## src/spi_flash_pkg.sv

```systemverilog
package spi_flash_pkg;

  localparam int DATA_W = 32;
  localparam int ADDR_W = 32;
  localparam int OPC_W = 8;

  // Opcode, widest address and widest data word, sent MSB first
  localparam int TX_W = OPC_W + ADDR_W + DATA_W;

  // Two SCLK edges per single-lane bit: cmd + 4-byte addr + max dummy + max data
  localparam int MAX_EDGES = 2 * (OPC_W + ADDR_W + 15 + DATA_W);

  typedef enum logic [1:0] {
    LANE_SINGLE = 2'd0,
    LANE_DUAL   = 2'd1,
    LANE_QUAD   = 2'd2
  } lane_w_e;

  typedef enum logic [1:0] {
    DIR_NONE  = 2'd0,
    DIR_WRITE = 2'd1,
    DIR_READ  = 2'd2
  } spi_dir_e;

  typedef struct packed {
    logic [OPC_W-1:0]  opcode;
    logic [ADDR_W-1:0] addr;
    logic              addr4b;
    logic              has_addr;
    logic [3:0]        dummy;
    logic [5:0]        nbits;
    spi_dir_e          dir;
    lane_w_e           cmd_lanes;
    lane_w_e           addr_lanes;
    lane_w_e           data_lanes;
    logic [DATA_W-1:0] wdata;
  } spi_req_t;

  // Read data right-aligned in rdata
  typedef struct packed {
    logic [DATA_W-1:0] rdata;
    logic [OPC_W-1:0]  opcode;
  } spi_rsp_t;

endpackage

```

## src/spi_queue.sv

```systemverilog
`timescale 1ns/1ps

module spi_queue #(
  parameter type T     = logic [7:0],
  parameter int  DEPTH = 4
) (
  input  logic clk_i,
  input  logic rst_i,
  input  logic in_valid_i,
  output logic in_ready_o,
  input  T     in_data_i,
  output logic out_valid_o,
  input  logic out_ready_i,
  output T     out_data_o
);

  localparam int AW = (DEPTH > 1) ? $clog2(DEPTH) : 1;
  localparam int CW = $clog2(DEPTH + 1);

  T              mem [DEPTH];
  logic [AW-1:0] wr_ptr;
  logic [AW-1:0] rd_ptr;
  logic [CW-1:0] count;
  logic          push;
  logic          pop;

  function automatic logic [AW-1:0] next_ptr(input logic [AW-1:0] p);
    return (p == AW'(DEPTH - 1)) ? '0 : p + 1'b1;
  endfunction

  assign in_ready_o  = (count != CW'(DEPTH));
  assign out_valid_o = (count != '0);
  assign out_data_o  = mem[rd_ptr];
  assign push        = in_valid_i && in_ready_o;
  assign pop         = out_valid_o && out_ready_i;

  always_ff @(posedge clk_i) begin
    if (push) begin
      mem[wr_ptr] <= in_data_i;
    end
  end

  always_ff @(posedge clk_i or posedge rst_i) begin
    if (rst_i) begin
      wr_ptr <= '0;
      rd_ptr <= '0;
      count  <= '0;
    end else begin
      if (push) begin
        wr_ptr <= next_ptr(wr_ptr);
      end
      if (pop) begin
        rd_ptr <= next_ptr(rd_ptr);
      end
      case ({push, pop})
        2'b10:   count <= count + 1'b1;
        2'b01:   count <= count - 1'b1;
        default: count <= count;
      endcase
    end
  end

  // An accepted write always lands in a free slot
  a_no_overflow: assert property (@(posedge clk_i) disable iff (rst_i)
    push |-> (count < CW'(DEPTH)) && ((count == '0) == (wr_ptr == rd_ptr)));

endmodule

```

## src/sclk_gen.sv

```systemverilog
`timescale 1ns/1ps

module sclk_gen #(
  parameter int CLKS_PER_HALF_SCLK = 2,
  parameter int CPOL = 1,
  parameter int CPHA = 1
) (
  input  logic       clk_i,
  input  logic       rst_i,
  input  logic       en_i,
  input  logic       start_i,
  input  logic [7:0] edges_i,
  output logic       sclk_o,
  output logic       lead_o,
  output logic       trail_o,
  output logic       done_o
);

  localparam int DW = (CLKS_PER_HALF_SCLK > 1) ? $clog2(CLKS_PER_HALF_SCLK) : 1;
  localparam int EW = $clog2(spi_flash_pkg::MAX_EDGES + 1);

  logic [DW-1:0] div_cnt;
  logic [EW-1:0] edge_cnt;
  logic          sclk_q;
  logic          tick;

  // Toggle at the end of each half period until the edge budget is spent
  assign tick = en_i && (edge_cnt != edges_i) &&
                (div_cnt == DW'(CLKS_PER_HALF_SCLK - 1));

  // Even edge count means the next toggle leaves the idle level
  assign lead_o  = tick && !edge_cnt[0];
  assign trail_o = tick && edge_cnt[0];
  assign sclk_o  = sclk_q;

  always_ff @(posedge clk_i or posedge rst_i) begin
    if (rst_i) begin
      div_cnt  <= '0;
      edge_cnt <= '0;
      sclk_q   <= 1'(CPOL);
      done_o   <= 1'b0;
    end else begin
      done_o <= tick && (edge_cnt == edges_i - 8'd1);
      if (start_i) begin
        div_cnt  <= '0;
        edge_cnt <= '0;
        sclk_q   <= 1'(CPOL);
      end else begin
        if (en_i) begin
          div_cnt <= (div_cnt == DW'(CLKS_PER_HALF_SCLK - 1)) ? '0 : div_cnt + 1'b1;
        end
        if (tick) begin
          sclk_q   <= ~sclk_q;
          edge_cnt <= edge_cnt + 1'b1;
        end
      end
    end
  end

  // Leading edge leaves the idle level, trailing edge returns to it
  a_one_edge: assert property (@(posedge clk_i) disable iff (rst_i)
    (lead_o || trail_o) |-> (lead_o != trail_o) && (lead_o == (sclk_q == 1'(CPOL))));

  a_edge_budget: assert property (@(posedge clk_i) disable iff (rst_i)
    en_i |-> !edges_i[0] && (edges_i <= spi_flash_pkg::MAX_EDGES));

endmodule

```

## src/frame_planner.sv

```systemverilog
`timescale 1ns/1ps

module frame_planner (
  input  logic                             clk_i,
  input  logic                             rst_i,
  input  logic                             start_i,
  input  spi_flash_pkg::spi_req_t          req_i,
  output logic                             done_o,
  output logic [spi_flash_pkg::TX_W-1:0]   txstr_o,
  output logic [7:0]                       cmd_end_o,
  output logic [7:0]                       addr_end_o,
  output logic [7:0]                       dummy_end_o,
  output logic [7:0]                       data_end_o,
  output logic [7:0]                       edges_o
);

  logic [spi_flash_pkg::TX_W-1:0] tx_c;
  logic [31:0]                    wleft;
  logic [5:0]                     cmd_bt;
  logic [5:0]                     addr_bt;
  logic [5:0]                     data_bt;
  logic [3:0]                     dummy_q;
  logic                           s1_valid;
  logic [7:0]                     cmd_m;
  logic [7:0]                     addr_m;
  logic [7:0]                     dummy_m;
  logic [7:0]                     data_m;

  function automatic logic [5:0] to_bit_times(input logic [5:0] bits,
                                              input spi_flash_pkg::lane_w_e lanes);
    case (lanes)
      spi_flash_pkg::LANE_DUAL: return bits >> 1;
      spi_flash_pkg::LANE_QUAD: return bits >> 2;
      default:                  return bits;
    endcase
  endfunction

  // Write data sits right-aligned in the request, move it to the top
  always_comb begin
    wleft = req_i.wdata << (7'd32 - {1'b0, req_i.nbits});
    if (!req_i.has_addr) begin
      tx_c = {req_i.opcode, wleft, 32'h0};
    end else if (req_i.addr4b) begin
      tx_c = {req_i.opcode, req_i.addr, wleft};
    end else begin
      tx_c = {req_i.opcode, req_i.addr[23:0], wleft, 8'h00};
    end
  end

  assign cmd_m   = {2'b00, cmd_bt};
  assign addr_m  = cmd_m + {2'b00, addr_bt};
  assign dummy_m = addr_m + {4'h0, dummy_q};
  assign data_m  = dummy_m + {2'b00, data_bt};

  always_ff @(posedge clk_i) begin
    if (start_i) begin
      txstr_o <= tx_c;
      cmd_bt  <= to_bit_times(6'd8, req_i.cmd_lanes);
      addr_bt <= !req_i.has_addr ? 6'd0 :
                 to_bit_times(req_i.addr4b ? 6'd32 : 6'd24, req_i.addr_lanes);
      data_bt <= (req_i.dir == spi_flash_pkg::DIR_NONE) ? 6'd0 :
                 to_bit_times(req_i.nbits, req_i.data_lanes);
      dummy_q <= req_i.dummy;
    end
    if (s1_valid) begin
      cmd_end_o   <= cmd_m;
      addr_end_o  <= addr_m;
      dummy_end_o <= dummy_m;
      data_end_o  <= data_m;
      edges_o     <= {data_m[6:0], 1'b0};
    end
  end

  always_ff @(posedge clk_i or posedge rst_i) begin
    if (rst_i) begin
      s1_valid <= 1'b0;
      done_o   <= 1'b0;
    end else begin
      s1_valid <= start_i;
      done_o   <= s1_valid;
    end
  end

endmodule

```

## src/lane_shifter.sv

```systemverilog
`timescale 1ns/1ps

module lane_shifter #(
  parameter int CPHA = 1
) (
  input  logic                           clk_i,
  input  logic                           rst_i,
  input  logic                           load_i,
  input  logic                           lead_i,
  input  logic                           trail_i,
  input  logic [spi_flash_pkg::TX_W-1:0] txstr_i,
  input  logic [7:0]                     cmd_end_i,
  input  logic [7:0]                     addr_end_i,
  input  logic [7:0]                     dummy_end_i,
  input  logic [7:0]                     data_end_i,
  input  spi_flash_pkg::spi_req_t        req_i,
  input  logic [3:0]                     dq_i,
  output logic [3:0]                     dq_o,
  output logic [3:0]                     dq_oe_o,
  output logic [31:0]                    rdata_o
);

  localparam int TW = spi_flash_pkg::TX_W;

  logic [TW-1:0]          shreg;
  logic [7:0]             tx_bt;
  logic [7:0]             rx_bt;
  logic                   active;
  logic                   primed;
  logic                   last_q;
  logic                   launch;
  logic                   sample;
  logic                   tx_shift;
  logic                   tx_dummy;
  logic                   tx_rd_data;
  logic                   rx_fire;
  spi_flash_pkg::lane_w_e tx_lanes;
  spi_flash_pkg::lane_w_e rx_lanes;

  function automatic spi_flash_pkg::lane_w_e phase_lanes(input logic [7:0] bt);
    if (bt < cmd_end_i) begin
      return req_i.cmd_lanes;
    end
    if (bt < addr_end_i) begin
      return req_i.addr_lanes;
    end
    return req_i.data_lanes;
  endfunction

  assign launch = (CPHA == 1) ? lead_i : trail_i;
  assign sample = (CPHA == 1) ? trail_i : lead_i;

  assign tx_lanes   = phase_lanes(tx_bt);
  assign rx_lanes   = phase_lanes(rx_bt);
  assign tx_dummy   = (tx_bt >= addr_end_i) && (tx_bt < dummy_end_i);
  assign tx_rd_data = (req_i.dir == spi_flash_pkg::DIR_READ) && (tx_bt >= dummy_end_i);
  assign tx_shift   = active && primed && launch;
  assign rx_fire    = active && sample && (req_i.dir == spi_flash_pkg::DIR_READ) &&
                      (rx_bt >= dummy_end_i) && (rx_bt < data_end_i);

  // Idle WP# and HOLD# levels on DQ2/DQ3
  always_comb begin
    dq_o = 4'b1100;
    case (tx_lanes)
      spi_flash_pkg::LANE_QUAD: dq_o = shreg[TW-1 -: 4];
      spi_flash_pkg::LANE_DUAL: dq_o[1:0] = shreg[TW-1 -: 2];
      default:                  dq_o[0] = shreg[TW-1];
    endcase
  end

  // Released during dummy cycles and read data
  always_comb begin
    if (!active) begin
      dq_oe_o = 4'b0001;
    end else if (tx_dummy || tx_rd_data) begin
      dq_oe_o = 4'b0000;
    end else begin
      case (tx_lanes)
        spi_flash_pkg::LANE_QUAD: dq_oe_o = 4'b1111;
        spi_flash_pkg::LANE_DUAL: dq_oe_o = 4'b0011;
        default:                  dq_oe_o = 4'b0001;
      endcase
    end
  end

  // Dummy bit-times have no bits in the transmit string
  always_ff @(posedge clk_i) begin
    if (load_i) begin
      shreg   <= txstr_i;
      rdata_o <= '0;
    end else begin
      if (tx_shift && !tx_dummy) begin
        case (tx_lanes)
          spi_flash_pkg::LANE_QUAD: shreg <= shreg << 4;
          spi_flash_pkg::LANE_DUAL: shreg <= shreg << 2;
          default:                  shreg <= shreg << 1;
        endcase
      end
      if (rx_fire) begin
        case (rx_lanes)
          spi_flash_pkg::LANE_QUAD: rdata_o <= {rdata_o[27:0], dq_i};
          spi_flash_pkg::LANE_DUAL: rdata_o <= {rdata_o[29:0], dq_i[1:0]};
          default:                  rdata_o <= {rdata_o[30:0], dq_i[1]};
        endcase
      end
    end
  end

  always_ff @(posedge clk_i or posedge rst_i) begin
    if (rst_i) begin
      tx_bt  <= '0;
      rx_bt  <= '0;
      active <= 1'b0;
      primed <= 1'b0;
      last_q <= 1'b0;
    end else begin
      last_q <= active && sample && (rx_bt == data_end_i - 8'd1);
      if (load_i) begin
        tx_bt  <= '0;
        rx_bt  <= '0;
        active <= 1'b1;
        // Mode 0 presents bit 0 before the first edge
        primed <= (CPHA != 1);
      end else begin
        if (active && launch) begin
          primed <= 1'b1;
        end
        if (tx_shift) begin
          tx_bt <= tx_bt + 8'd1;
        end
        if (active && sample) begin
          rx_bt <= rx_bt + 8'd1;
        end
        if (last_q) begin
          active <= 1'b0;
        end
      end
    end
  end

  a_released_on_read: assert property (@(posedge clk_i) disable iff (rst_i)
    rx_fire |-> (dq_oe_o == 4'b0000));

endmodule

```

## src/spi_flash_master.sv

```systemverilog
`timescale 1ns/1ps

module spi_flash_master #(
  parameter int CLKS_PER_HALF_SCLK = 2,
  parameter int CPOL = 1,
  parameter int CPHA = 1
) (
  input  logic                    clk_i,
  input  logic                    rst_i,
  input  logic                    req_valid_i,
  output logic                    req_ready_o,
  input  spi_flash_pkg::spi_req_t req_i,
  output logic                    rsp_valid_o,
  input  logic                    rsp_ready_i,
  output spi_flash_pkg::spi_rsp_t rsp_o,
  output logic                    sclk_o,
  output logic                    ss_n_o,
  input  logic [3:0]              dq_i,
  output logic [3:0]              dq_o,
  output logic [3:0]              dq_oe_o
);

  typedef enum logic [1:0] {
    IDLE,
    SETUP,
    TRANSFER
  } state_e;

  state_e                         state;
  spi_flash_pkg::spi_req_t        req_q;
  spi_flash_pkg::spi_rsp_t        rsp_q;
  logic                           rsp_valid_q;
  logic                           ss_n_q;
  logic                           plan_start;
  logic                           sclk_start;
  logic                           req_fire;
  logic                           plan_done;
  logic                           sclk_done;
  logic                           lead;
  logic                           trail;
  logic [spi_flash_pkg::TX_W-1:0] txstr;
  logic [7:0]                     cmd_end;
  logic [7:0]                     addr_end;
  logic [7:0]                     dummy_end;
  logic [7:0]                     data_end;
  logic [7:0]                     edges;
  logic [31:0]                    rdata;

  // A free response slot is reserved before a frame starts
  assign req_ready_o = (state == IDLE) && rsp_ready_i && !rsp_valid_q;
  assign req_fire    = req_valid_i && req_ready_o;
  assign rsp_valid_o = rsp_valid_q;
  assign rsp_o       = rsp_q;
  assign ss_n_o      = ss_n_q;

  always_ff @(posedge clk_i) begin
    if (req_fire) begin
      req_q <= req_i;
    end
    if (sclk_done) begin
      rsp_q.rdata  <= rdata;
      rsp_q.opcode <= req_q.opcode;
    end
  end

  always_ff @(posedge clk_i or posedge rst_i) begin
    if (rst_i) begin
      state       <= IDLE;
      ss_n_q      <= 1'b1;
      plan_start  <= 1'b0;
      sclk_start  <= 1'b0;
      rsp_valid_q <= 1'b0;
    end else begin
      plan_start  <= 1'b0;
      sclk_start  <= 1'b0;
      rsp_valid_q <= 1'b0;
      case (state)
        IDLE: begin
          if (req_fire) begin
            plan_start <= 1'b1;
            state      <= SETUP;
          end
        end
        SETUP: begin
          if (plan_done) begin
            sclk_start <= 1'b1;
            state      <= TRANSFER;
          end
        end
        TRANSFER: begin
          if (sclk_done) begin
            ss_n_q      <= 1'b1;
            rsp_valid_q <= 1'b1;
            state       <= IDLE;
          end else begin
            ss_n_q <= 1'b0;
          end
        end
        default: state <= IDLE;
      endcase
    end
  end

  sclk_gen #(
    .CLKS_PER_HALF_SCLK(CLKS_PER_HALF_SCLK),
    .CPOL(CPOL),
    .CPHA(CPHA)
  ) u_sclk_gen (
    .clk_i(clk_i),
    .rst_i(rst_i),
    .en_i(!ss_n_q),
    .start_i(sclk_start),
    .edges_i(edges),
    .sclk_o(sclk_o),
    .lead_o(lead),
    .trail_o(trail),
    .done_o(sclk_done)
  );

  frame_planner u_planner (
    .clk_i(clk_i),
    .rst_i(rst_i),
    .start_i(plan_start),
    .req_i(req_q),
    .done_o(plan_done),
    .txstr_o(txstr),
    .cmd_end_o(cmd_end),
    .addr_end_o(addr_end),
    .dummy_end_o(dummy_end),
    .data_end_o(data_end),
    .edges_o(edges)
  );

  lane_shifter #(
    .CPHA(CPHA)
  ) u_shifter (
    .clk_i(clk_i),
    .rst_i(rst_i),
    .load_i(plan_done),
    .lead_i(lead),
    .trail_i(trail),
    .txstr_i(txstr),
    .cmd_end_i(cmd_end),
    .addr_end_i(addr_end),
    .dummy_end_i(dummy_end),
    .data_end_i(data_end),
    .req_i(req_q),
    .dq_i(dq_i),
    .dq_o(dq_o),
    .dq_oe_o(dq_oe_o),
    .rdata_o(rdata)
  );

  a_sclk_idle: assert property (@(posedge clk_i) disable iff (rst_i)
    ss_n_o |-> (sclk_o == 1'(CPOL)));

  // Accept, plan in two cycles, then select the device
  a_ss_latency: assert property (@(posedge clk_i) disable iff (rst_i)
    req_fire |-> ##5 $fell(ss_n_o));

endmodule

```

## src/spi_flash_top.sv

```systemverilog
`timescale 1ns/1ps

module spi_flash_top #(
  parameter int CLKS_PER_HALF_SCLK = 2,
  parameter int CPOL = 1,
  parameter int CPHA = 1,
  parameter int QUEUE_DEPTH = 4
) (
  input  logic                    clk_i,
  input  logic                    rst_i,
  input  logic                    req_valid_i,
  output logic                    req_ready_o,
  input  spi_flash_pkg::spi_req_t req_i,
  output logic                    rsp_valid_o,
  input  logic                    rsp_ready_i,
  output spi_flash_pkg::spi_rsp_t rsp_o,
  output logic                    sclk_o,
  output logic                    ss_n_o,
  input  logic [3:0]              dq_i,
  output logic [3:0]              dq_o,
  output logic [3:0]              dq_oe_o
);

  logic                    mreq_valid;
  logic                    mreq_ready;
  spi_flash_pkg::spi_req_t mreq;
  logic                    mrsp_valid;
  logic                    mrsp_ready;
  spi_flash_pkg::spi_rsp_t mrsp;

  spi_queue #(
    .T(spi_flash_pkg::spi_req_t),
    .DEPTH(QUEUE_DEPTH)
  ) u_req_queue (
    .clk_i(clk_i),
    .rst_i(rst_i),
    .in_valid_i(req_valid_i),
    .in_ready_o(req_ready_o),
    .in_data_i(req_i),
    .out_valid_o(mreq_valid),
    .out_ready_i(mreq_ready),
    .out_data_o(mreq)
  );

  spi_flash_master #(
    .CLKS_PER_HALF_SCLK(CLKS_PER_HALF_SCLK),
    .CPOL(CPOL),
    .CPHA(CPHA)
  ) u_master (
    .clk_i(clk_i),
    .rst_i(rst_i),
    .req_valid_i(mreq_valid),
    .req_ready_o(mreq_ready),
    .req_i(mreq),
    .rsp_valid_o(mrsp_valid),
    .rsp_ready_i(mrsp_ready),
    .rsp_o(mrsp),
    .sclk_o(sclk_o),
    .ss_n_o(ss_n_o),
    .dq_i(dq_i),
    .dq_o(dq_o),
    .dq_oe_o(dq_oe_o)
  );

  spi_queue #(
    .T(spi_flash_pkg::spi_rsp_t),
    .DEPTH(QUEUE_DEPTH)
  ) u_rsp_queue (
    .clk_i(clk_i),
    .rst_i(rst_i),
    .in_valid_i(mrsp_valid),
    .in_ready_o(mrsp_ready),
    .in_data_i(mrsp),
    .out_valid_o(rsp_valid_o),
    .out_ready_i(rsp_ready_i),
    .out_data_o(rsp_o)
  );

endmodule

```

## config.mk

```make
export PLATFORM = sky130hd
export DESIGN_NAME = spi_flash_top
export DESIGN_NICKNAME = d
export VERILOG_FILES = /design/src/spi_flash_pkg.sv /design/src/spi_queue.sv /design/src/sclk_gen.sv /design/src/frame_planner.sv /design/src/lane_shifter.sv /design/src/spi_flash_master.sv /design/src/spi_flash_top.sv
export SDC_FILE = /design/constraint.sdc
export NUM_CORES = 1
export LEC_CHECK = 0
export CAP_MARGIN = 20
export CORE_MARGIN = 4
export CORE_UTILIZATION = 57
export DETAILED_ROUTE_END_ITERATION = 8
export DONT_BUFFER_PORTS = 1
export PLACE_DENSITY_LB_ADDON = 0.1
export SETUP_SLACK_MARGIN = 0.5
export SYNTH_ARGS = -nofsm -noshare
export SYNTH_HDL_FRONTEND = slang
export SYNTH_SLANG_ARGS = --single-unit
```

## constraint.sdc

```tcl
create_clock -name clk_i -period 11.7 [get_ports clk_i]
set_clock_uncertainty 0.05 [all_clocks]
set_input_delay 1.755 -clock clk_i [delete_from_list [all_inputs] [get_ports clk_i]]
set_output_delay 1.755 -clock clk_i [all_outputs]
set_load 0.01 [all_outputs]
```

After elaboration in Yosys (flattened, before gate mapping)
Memory sizes are Yosys's and may differ from the RTL's. A register that Yosys moved wholly into a read port is not among the register bits.
Cells that the tools add are included.

word-level totals
  flip-flop bits (word level) = 327
  bits in writable memories = 528
  input port bits = 100
  output and inout port bits = 52
  word-level logic and storage cells = 205
  memories = 2

memory list
  memory           depth  bits a word  rd ports  clocked after memory_dff  write ports  RTL line         text
  u_req_queue.mem  4      92           1         1                         1            spi_queue.sv:20  T mem [DEPTH];
  u_rsp_queue.mem  4      40           1         0                         1            spi_queue.sv:20

operators by class
  add/subtract/negate cells = 18
  order comparisons = 9
  equal/unequal tests = 30
  shifts and indexed selects = 1
  muxes and demuxes = 65
  bitwise logic cells = 1
  reduce and logical (&&, ||, !) cells = 41

operator list
  cell                   number
  $mux W72               2
  $pmux W72 S2           1
  $mux W64               2
  $pmux W32 S2           1
  $mux W8                6
  $lt A8 B8 Y1           4
  $mux W2                16
  $shl A32 B7 Y32        1
  $eq A2 B2 Y1 const B   13
  $mux W1                25
  $add A8 B1 Y8 const B  3
  $ge A8 B8 Y1           3
  $pmux W6 S2            2
  $logic_and A1 B1 Y1    22
  $eq A2 B1 Y1 const B   8
  $eq A8 B8 Y1           2
  $lt A8 B6 Y1           2
  $pmux W4 S2            2
  $reduce_bool A2 Y1     8
  $sub A8 B1 Y8 const B  2
  $pmux W3 S2            2
  $add A2 B1 Y2 const B  4
  $add A7 B4 Y8          1
  $add A8 B6 Y8          1
  19 further kinds       32

Logic depth before layout (Yosys ltp)
Gate-level depths: netlist (run 1).

  depth in word-level cells = 9
  gate-level depth with buffers = 15
  depth with buffers taken out = 13

Cells and area by module
Synthesis (run 1) repeated with hierarchy kept, for this count alone.

unflattened totals
  cell total of the unflattened synthesis = 2,653
  area, all modules = 40,961.8 um^2

modules (own cells, without submodules)
  module                    times used  cells an instance  area an instance (um^2)  sequential area each (um^2)
  spi_queue at u_req_queue  1           522                13,738.2                 11,225.8
  lane_shifter              1           994                8,395.6                  3,278.1
  frame_planner             1           650                7,563.5                  3,503.4
  spi_queue at u_rsp_queue  1           251                6,222.2                  4,979.8
  spi_flash_master          1           152                4,219.0                  4,115.2
  sclk_gen                  1           84                 823.3                    276.5

Worst setup path after synthesis (run 1)
Ideal clock, no wire load.

  path kind = flip-flop to flip-flop
  start point = register u_rsp_queue.count[0]
  end point = register u_req_queue.count[2]
  setup time = 0.079 ns
  data arrival time = 11.683 ns
  data required time = 11.571 ns
  path slack = -0.112 ns
  stages on the path, launching flop included = 11
  buffers on the path = 0
  clock period less this slack = 11.812 ns
  cell sequence = dfrtp_1 inv_1 nand3_1 o31ai_1 nor4_1 ha_1 inv_1 fa_1 xor2_1 nor2_1 xor2_1

between the ends
  longest elaborated chain between the ends = 6
  elaborated cells between the ends (all ways) = 8

ends and longest elaborated chain
  what                                               RTL line                text
  start, declared                                    spi_queue.sv:23         logic [CW-1:0] count;
  start signal, assigned                             spi_queue.sv:56         2'b10: count <= count + 1'b1;
  start signal, assigned                             spi_queue.sv:57         2'b01: count <= count - 1'b1;
  start signal, assigned                             spi_queue.sv:58         default: count <= count;
  $ne A3 B3 Y1 *                                     spi_queue.sv:31         assign in_ready_o = (count != CW'(DEPTH));
  $logic_and A1 B1 Y1 * (2 in a row)                 spi_flash_master.sv:50  assign req_ready_o = (state == IDLE) && rsp_ready_i && !rsp_valid_q;
  $logic_and A1 B1 Y1 *                              -
  named net u_master.req_fire                        spi_flash_master.sv:36  logic req_fire;
  $eq A2 B1 Y1 or $eq A2 B2 Y1 (tied branches)       spi_queue.sv:55         case ({push, pop})
  $pmux W3 S2 or $reduce_bool A2 Y1 (tied branches)  -
  end signal, assigned                               spi_queue.sv:56
  end signal, assigned                               spi_queue.sv:57
  end signal, assigned                               spi_queue.sv:58
  end, declared                                      spi_queue.sv:23

Mark *: on every way through the listed nets, which the timed path passes. The rest lies on a longest branch.
A chain may end at the register's enable or synchronous reset.

Worst setup path after layout (run 1)
  start point = register u_master.u_shifter.tx_bt[5]
  end point = output port dq_oe_o[2]

between the ends
  longest elaborated chain between the ends = 9
  elaborated cells between the ends (all ways) = 19

ends and longest elaborated chain
  what                                          RTL line             text
  start, declared                               lane_shifter.sv:26   logic [7:0] tx_bt;
  start signal, assigned                        lane_shifter.sv:129  tx_bt <= tx_bt + 8'd1;
  $lt A8 B8 Y1                                  lane_shifter.sv:44   if (bt < addr_end_i) begin
  $mux W1 (2 in a row)                          lane_shifter.sv:44
  $mux W2                                       lane_shifter.sv:47   return req_i.data_lanes;
  $mux W2                                       lane_shifter.sv:44
  $eq A2 B1 Y1 or $eq A2 B2 Y1 (tied branches)  lane_shifter.sv:78   case (tx_lanes)
  $pmux W4 S2                                   lane_shifter.sv:78
  $mux W4 *                                     lane_shifter.sv:75   end else if (tx_dummy || tx_rd_data) begin
  $mux W4 *                                     lane_shifter.sv:73   if (!active) begin
  end, declared                                 spi_flash_top.sv:21  output logic [3:0] dq_oe_o

Mark *: on every way between the ends. The rest lies on a longest branch, timed or not. The select of a mux whose other input is x is not followed.

==> flow_summary.json, run 1 <==
{
  "outcome": "completed",
  "wl_met2_um": 40600,
  "cts-resized-gates": 0,
  "yosys.area_share.adder_pct": 2.68,
  "htree_levels": 3,
  "fin_crit_sh_pct": 50.2,
  "cts_root_buffer": "clkbuf_16",
  "syn_avg_cell_area_um2": 15.5,
  "synth_edf_count": 847,
  "synth_cells": 2593,
  "ys_ff_latch": 931,
  "startpoint": "u_master.u_shifter.tx_bt[5]$_DFFE_PP0P_",
  "worstPathArrival_ns": 4.07,
  "reg2reg_from": "u_master.req_q[40]$_DFFE_PP_",
  "netlist.area_leader.share_pct": 63.4,
  "vias": 22055,
  "drtIter0Drc": 2122,
  "ctsHoldBuffers": 0,
  "slew_headroom_pct": 26.1,
  "die-area_um2": 74700,
  "die_w_um": 273,
  "yosysWarnings": 0,
  "grt_pass1_vias": 21924,
  "regToRegSetupSlack_ns": 7.40,
  "place_congestion": 0.898,
  "p_leak_nw": 14.8,
  "layout.nets": 2738,
  "clock_path_buffers": 3,
  "hold_viol_final": 0,
  "path_max_fanout": 73,
  "ys_top_cells_by_area": "edfxtp_1 (63%), mux4_2 (9.0%), dfrtp_1 (3.1%)",
  "reg2regPathDepth": 9,
  "ant_nets": 0,
  "cts.sink_count": 931,
  "tritoncts": "done",
  "path_class": "reg2out",
  "min_path_type": "reg2reg",
  "ys_seq_area_share_pct": 68.2,
  "drt_pre_antenna_iters": 6,
  "rows": 97,
  "synth_compound_area_share_pct": 8.72,
  "synthXorXnorAreaFrac_pct": 1.50,
  "finalMaxSlewViolations": 0,
  "reg2reg_to": "u_master.u_planner.txstr_o[12]$_SDFFCE_PN0P_",
  "final_cells": 3576,
  "grt_start_max_net_pins": 108,
  "syn_nets": 2776,
  "start_kind": "register",
  "nFillCells": 5095,
  "synth_cell_types": 87,
  "holdPathStages": 0,
  "grt_pass1_wl_um": 129000,
  "maxCapViolations": 0,
  "die_y_um": 273,
  "io_pins": 152,
  "start_util_pct": 57.4,
  "antenna_found_initial": 0,
  "tightestPinTransition_ns": 1.11,
  "synth_flop_cell": "edfxtp_1",
  "n_antenna_cell": 0,
  "dpl.cell_count": 3394,
  "area_growth_pct": 10.9,
  "drive_gt1_share_pct": 15.3,
  "required_ns": 9.90,
  "top_layer": "met4",
  "grt_overflow": 0,
  "setup_viol": 0,
  "p_total_mw": 13.7,
  "rsz0062_at_grt": "no",
  "met3_length_um": 4540,
  "endpoint": "dq_oe_o[2]",
  "vias_per_cell": 6.17,
  "clkTransAtPathRegs_ns": 0.06,
  "pwr_density_cell_nw_per_um2": 308,
  "worstSkewPairLatency_ns": 0.65,
  "synth_top_family_by_area": "multiplexers",
  "grt_usage_pct": 22.0,
  "fin_crit_ns": 5.88,
  "cts_made_buffers": 96,
  "finalSetupTns_ns": 0,
  "drc_errors": 0,
  "synth.mux.area_fraction_pct": 10.5,
  "synth.cell_area_um2": 40100,
  "wl_met1_um": 35200,
  "wl_um": 82000,
  "routedWlPerCell_um": 22.9,
  "synth-async-reset-ratio_pct": 5.59,
  "postPlaceCellArea_um2": 40900,
  "max_clock_freq_mhz": 170,
  "irDropWorstVdd_v": 0.000245,
  "cts_setup_buffers": 0,
  "synthSimpleGateAreaFrac_pct": 6.08,
  "post-synth-top-area-cell": "edfxtp_1",
  "dp_hpwl_um": 52300,
  "fin_area_um2": 44500,
  "port-buffer-count": 0,
  "endpoint_kind": "primary output",
  "coreArea_um2": 69900
}
==> where the power goes <==
part	leakage (nW)	internal, mW	switching (mW)	total (mW)
combinational	4.48	1.87	3.03	4.89
clock	1.69	2.03	1.27	3.29
sequential	8.63	4.90	0.627	5.53
==> cell families (layout without fill, tap and decap cells) <==
kind of cell	Yosys count	after routing
buf+inv	225	268
compound gates	558	558
fa+ha+maj	83	83
flops	931	931
other cells	1	1
xor+xnor	68	68
mux	220	220
simple gates	507	507
==> cells in the mapped netlist, types with 4 or more instances <==
cell type  number
nand2_1       156
buf_1          21
nand3_1        18
dfrtp_1        50
buf_4           5
o21ai_1        11
inv_1          58
o22ai_1        23
o21ai_0       137
xnor2_1        30
a21o_1         19
nor2_1        152
a22oi_1       111
o31ai_1        32
buf_2          28
a31oi_1         4
and2_1          7
and3_1         16
nand4_1        47
nor2b_1        14
ha_1           78
xor2_1         37
mux4_2        160
o32ai_1         5
mux2_2         15
nor4_1         15
nand2b_1       14
dfxtp_1        32
o21a_1          8
edfxtp_1      847
mux2i_1        44
nor3_1         25
or3_1           8
fa_1            5
clkbuf_1      113
a211oi_1        6
o211ai_1        6
nor3b_1         6
or2_2           5
a21oi_1       157
==> worst min path at each step <==
stage,end,start,slack (ns)
finish,u_master.u_planner.dummy_q[1]$_DFFE_PP_,u_master.req_q[47]$_DFFE_PP_,0.37
global route,u_master.u_planner.dummy_q[2]$_DFFE_PP_,u_master.req_q[48]$_DFFE_PP_,0.38
CTS,u_master.u_planner.dummy_q[2]$_DFFE_PP_,u_master.req_q[48]$_DFFE_PP_,0.37
detailed placement,u_master.u_planner.dummy_q[1]$_DFFE_PP_,u_master.req_q[47]$_DFFE_PP_,0.36
global placement,u_master.u_planner.dummy_q[2]$_DFFE_PP_,u_master.req_q[48]$_DFFE_PP_,0.36
floorplan,u_master.u_planner.dummy_q[0]$_DFFE_PP_,u_master.req_q[46]$_DFFE_PP_,0.35
==> sequential cells by signal (all words and copies together) (netlist names), 3 cells and up <==
signal                          count
u_master.u_sclk_gen.edge_cnt        8
u_rsp_queue.count                   3
u_master.u_shifter.tx_bt            8
u_master.req_q                     92
u_master.u_planner.data_bt          6
u_master.u_planner.cmd_end_o        3
u_master.u_shifter.rx_bt            8
u_master.rsp_o                     40
u_req_queue.mem                   368
u_master.u_planner.addr_end_o       6
u_rsp_queue.mem                   160
u_master.u_planner.txstr_o         72
u_master.u_planner.dummy_q          4
u_master.u_planner.dummy_end_o      8
u_master.u_shifter.shreg           72
u_master.u_shifter.rdata_o         32
u_req_queue.count                   3
u_master.u_planner.addr_bt          5
u_master.u_planner.data_end_o       8
u_master.u_planner.cmd_bt           3
==> worst max-delay path, stage by stage, from the launching register on <==
cell     delay [ns]
dfrtp_1        0.46
ha_1           0.34
a21o_1         0.18
a211o_1        0.30
a21oi_1        0.25
mux2i_1        0.14
a21oi_1        0.26
ha_4           0.68
nand2_1        0.11
nor3_1         0.71
==> per-stage QoR <==
stage                     hold slack [ns]  util [%]  worst slack (ns)
after global placement              0.359      58.5              6.41
after global routing                0.375      63.6              5.43
after detailed placement            0.364      58.6              6.40
after CTS                           0.375      63.5              5.71
after floorplan                     0.350         -              4.16
final                               0.373      63.6              5.82
==> cell type report <==
type / instances / area, um^2 / share of cell area [%]
clock buffers: 120 / 2600 / 5.83
multi-input cells: 1437 / 11900 / 26.8
inverters: 58 / 218 / 0.489
flip-flops and latches: 931 / 27400 / 61.6
clock inverters: 59 / 887 / 1.99
well taps: 940 / 1180 / 2.64
repair buffers: 31 / 305 / 0.686
==> cell usage in the layout (no fill, tap or decap), drive strengths merged, types with 6 or more instances in the layout <==
master	synthesis	routed
nor3b	6	6
ha	78	78
xnor2	30	30
mux2i	44	44
a21oi	157	157
buf	54	31
nor2	154	154
nand2b	14	14
o31ai	33	33
inv	58	62
xor2	38	38
dfrtp	50	50
and3	16	16
nand3	18	18
nor3	26	26
dfxtp	32	32
or2	7	7
o21a	8	8
or3	8	8
a211oi	8	8
clkinv	0	32
nor4	16	16
a21o	19	19
and2	7	7
a22oi	111	111
o211ai	6	6
nand4	48	48
nand2	157	157
clkbuf	113	120
nor2b	14	14
o21ai	150	150
mux2	16	16
mux4	160	160
bufinv	0	20
o22ai	23	23
edfxtp	847	847
==> routing by layer <==
metal  vias to the layer above  track usage, %
met5                         -               0
met4                         0            5.51
met3                       118            3.56
met2                       690            36.1
met1                     11132            31.4
li1                      10115               -
Note: power is estimated with default switching activity, not from simulation.
==> inputs of run 2 (changes only) <==
==> constraint.sdc (replaced) <==
create_clock -name clk_i -period 5.2 [get_ports clk_i]
set_clock_uncertainty 0.05 [all_clocks]
set_input_delay 0.78 -clock clk_i [delete_from_list [all_inputs] [get_ports clk_i]]
set_output_delay 0.78 -clock clk_i [all_outputs]
set_load 0.01 [all_outputs]
==> run 2 against run 1 <==
  * Clock power grew 110%
  * Wire length is 0.46% lower
  * Cell count about the same
  * Via count down 0.21%
  * Sequential cell count unchanged
  * Design area down 0.43%
  * Sequential power is 130% higher
  * Sequential share of layout area is 0.27 points higher
  * Utilization down 0.28 points
  * Largest cell class unchanged
  * Largest power group unchanged
==> flow_summary.json, run 2 (same netlist as run 1, synthesis figures left out) <==
{
  "rsz0062_at_grt": "no",
  "die_y_um": 273,
  "cts_root_buffer": "clkbuf_16",
  "dp_hpwl_um": 52900,
  "maxCapViolations": 0,
  "grt_pass1_wl_um": 128000,
  "coreArea_um2": 69900,
  "final_util_pct": 63.4,
  "final_common_cell": "edfxtp_1",
  "layout.nets": 2742,
  "p_total_mw": 30.3,
  "path_delay_family": "simple AND/OR/NAND/NOR gates",
  "top_regs": "u_req_queue.mem: 368 flops, u_rsp_queue.mem: 160 flops, u_master.req_q: 92 flops",
  "crit_slowest_cell": "nor4b_2",
  "worstSkewPairLatency_ns": 0.64,
  "routedWlPerCell_um": 22.8,
  "fin_crit_sh_pct": 83.5,
  "drc_errors": 0,
  "grt_start_max_net_pins": 100,
  "irDropWorstVdd_v": 0.000397,
  "path_max_fanout": 13,
  "endpoint_kind": "primary output",
  "top_register": "u_req_queue.mem",
  "final_cell_mix": "edfxtp_1 (847), mux4_2 (160), nand2_1 (156), a21oi_1 (156), nor2_1 (152)",
  "place_congestion": 0.926,
  "drt_pre_antenna_iters": 6,
  "ant_nets": 0,
  "slew_headroom_pct": 24.6,
  "max_clock_freq_mhz": 230,
  "worstPathCellList": "ha_1 -> nor2b_1 -> o21ai_0 -> nand2b_1 -> a21oi_1 -> mux2i_1 -> a21oi_1 -> ha_4 -> nor4b_2",
  "wl_met2_um": 40100,
  "die-area_um2": 74700,
  "path_class": "reg2out",
  "seqCellArea_um2": 27400,
  "required_ns": 4.37,
  "start_kind": "register",
  "clkTransAtPathRegs_ns": 0.06,
  "outcome": "completed",
  "worstPathArrival_ns": 3.51,
  "hold_viol_final": 0,
  "drtIter0Drc": 1859,
  "tritoncts": "done",
  "clock_path_buffers": 3,
  "critical_path.max_stage_delay_ns": 0.57,
  "wl_met1_um": 35000,
  "nFillCells": 5040,
  "drive_gt1_share_pct": 15.6,
  "finalSetupTns_ns": 0,
  "start_util_pct": 57.4,
  "critPathBufInv": 0,
  "pwr_density_cell_nw_per_um2": 684,
  "rows": 97,
  "htree_levels": 3,
  "tightestPinTransition_ns": 1.13,
  "fin_crit_ns": 4.34,
  "cts.sink_count": 931,
  "port-buffer-count": 0,
  "finalMaxSlewViolations": 0,
  "top_layer": "met4",
  "antenna_found_initial": 0,
  "vias": 22008,
  "min_path_type": "in2async",
  "multi_input_area_um2": 11900,
  "io_pins": 152,
  "vias_per_cell": 6.16,
  "grt_pass1_vias": 21938,
  "grt_usage_pct": 21.9,
  "die_w_um": 273,
  "largest_reg_flops": 368,
  "grt_overflow": 0,
  "cp_common_cell": "a21oi_1",
  "met3_length_um": 4580,
  "cts_made_buffers": 94,
  "p_leak_nw": 14.7,
  "wl_um": 81600,
  "area_growth_pct": 10.4,
  "setup_viol": 0
}
run 2: final timing paths:
check                                                             start                                            to  slack [ns]  depth (start not counted)
worst max-delay path            u_master.u_shifter.tx_bt[2]$_DFFE_PP0P_                                    dq_oe_o[1]        0.86                          9
worst min-delay path                                              rst_i              u_rsp_queue.count[2]$_DFFE_PP0P_        0.18                          2
worst max register to register             u_master.req_q[40]$_DFFE_PP_  u_master.u_planner.txstr_o[10]$_SDFFCE_PN0P_        1.38                          9
worst min register to register             u_master.req_q[46]$_DFFE_PP_       u_master.u_planner.dummy_q[0]$_DFFE_PP_        0.37                          0
max in group asynchronous                                         rst_i           u_master.u_planner.done_o$_DFF_PP0_        4.37                          2
min in group clk_i                                            req_i[87]              u_req_queue.mem[0][87]$_DFFE_PP_        0.19                          0
run 2: final cells by class:
type                    instances  area share, %
diodes                          1        0.00565
clock buffers                 111           5.59
clock inverters                60           1.47
inverters                      58          0.491
multi-input cells            1437           27.0
flip-flops and latches        931           61.8
well taps                     940           2.65
repair buffers                 37          0.977
run 2: per-stage QoR:
step                      setup slack [ns]  instance area (um^2)  hold WS, ns  std cells
after floorplan                     0.0987                 40200        0.350       2593
after detailed placement              1.22                 41100        0.359       3399
after global routing                 0.595                 44300        0.149       3574
after global placement                1.30                 41000        0.364       3398
final                                0.859                 44300        0.178       3575
after CTS                            0.522                 44200        0.148       3570
run 2: layer usage:
metal | up-vias | GRT usage (%)
li1 | 10109 | -
met1 | 11090 | 30.9
met2 | 675 | 35.7
met3 | 134 | 3.77
met4 | 0 | 6.09
met5 | - | 0
run 2: what timing repair did:
action / 4_1_cts / 5_1_grt
endpoints found under the hold margin: 0 / 0
setup endpoints to repair: 0 / 1
setup buffers: 0 / 0
resized for setup: 0 / 1
hold buffers: 0 / 0
run 2: power by group:
part	switching [mW]	leakage, nW	internal (mW)
sequential	1.62	8.63	11.0
clock	2.79	1.54	3.97
combinational	6.61	4.54	4.31
total	11.0	14.7	19.3
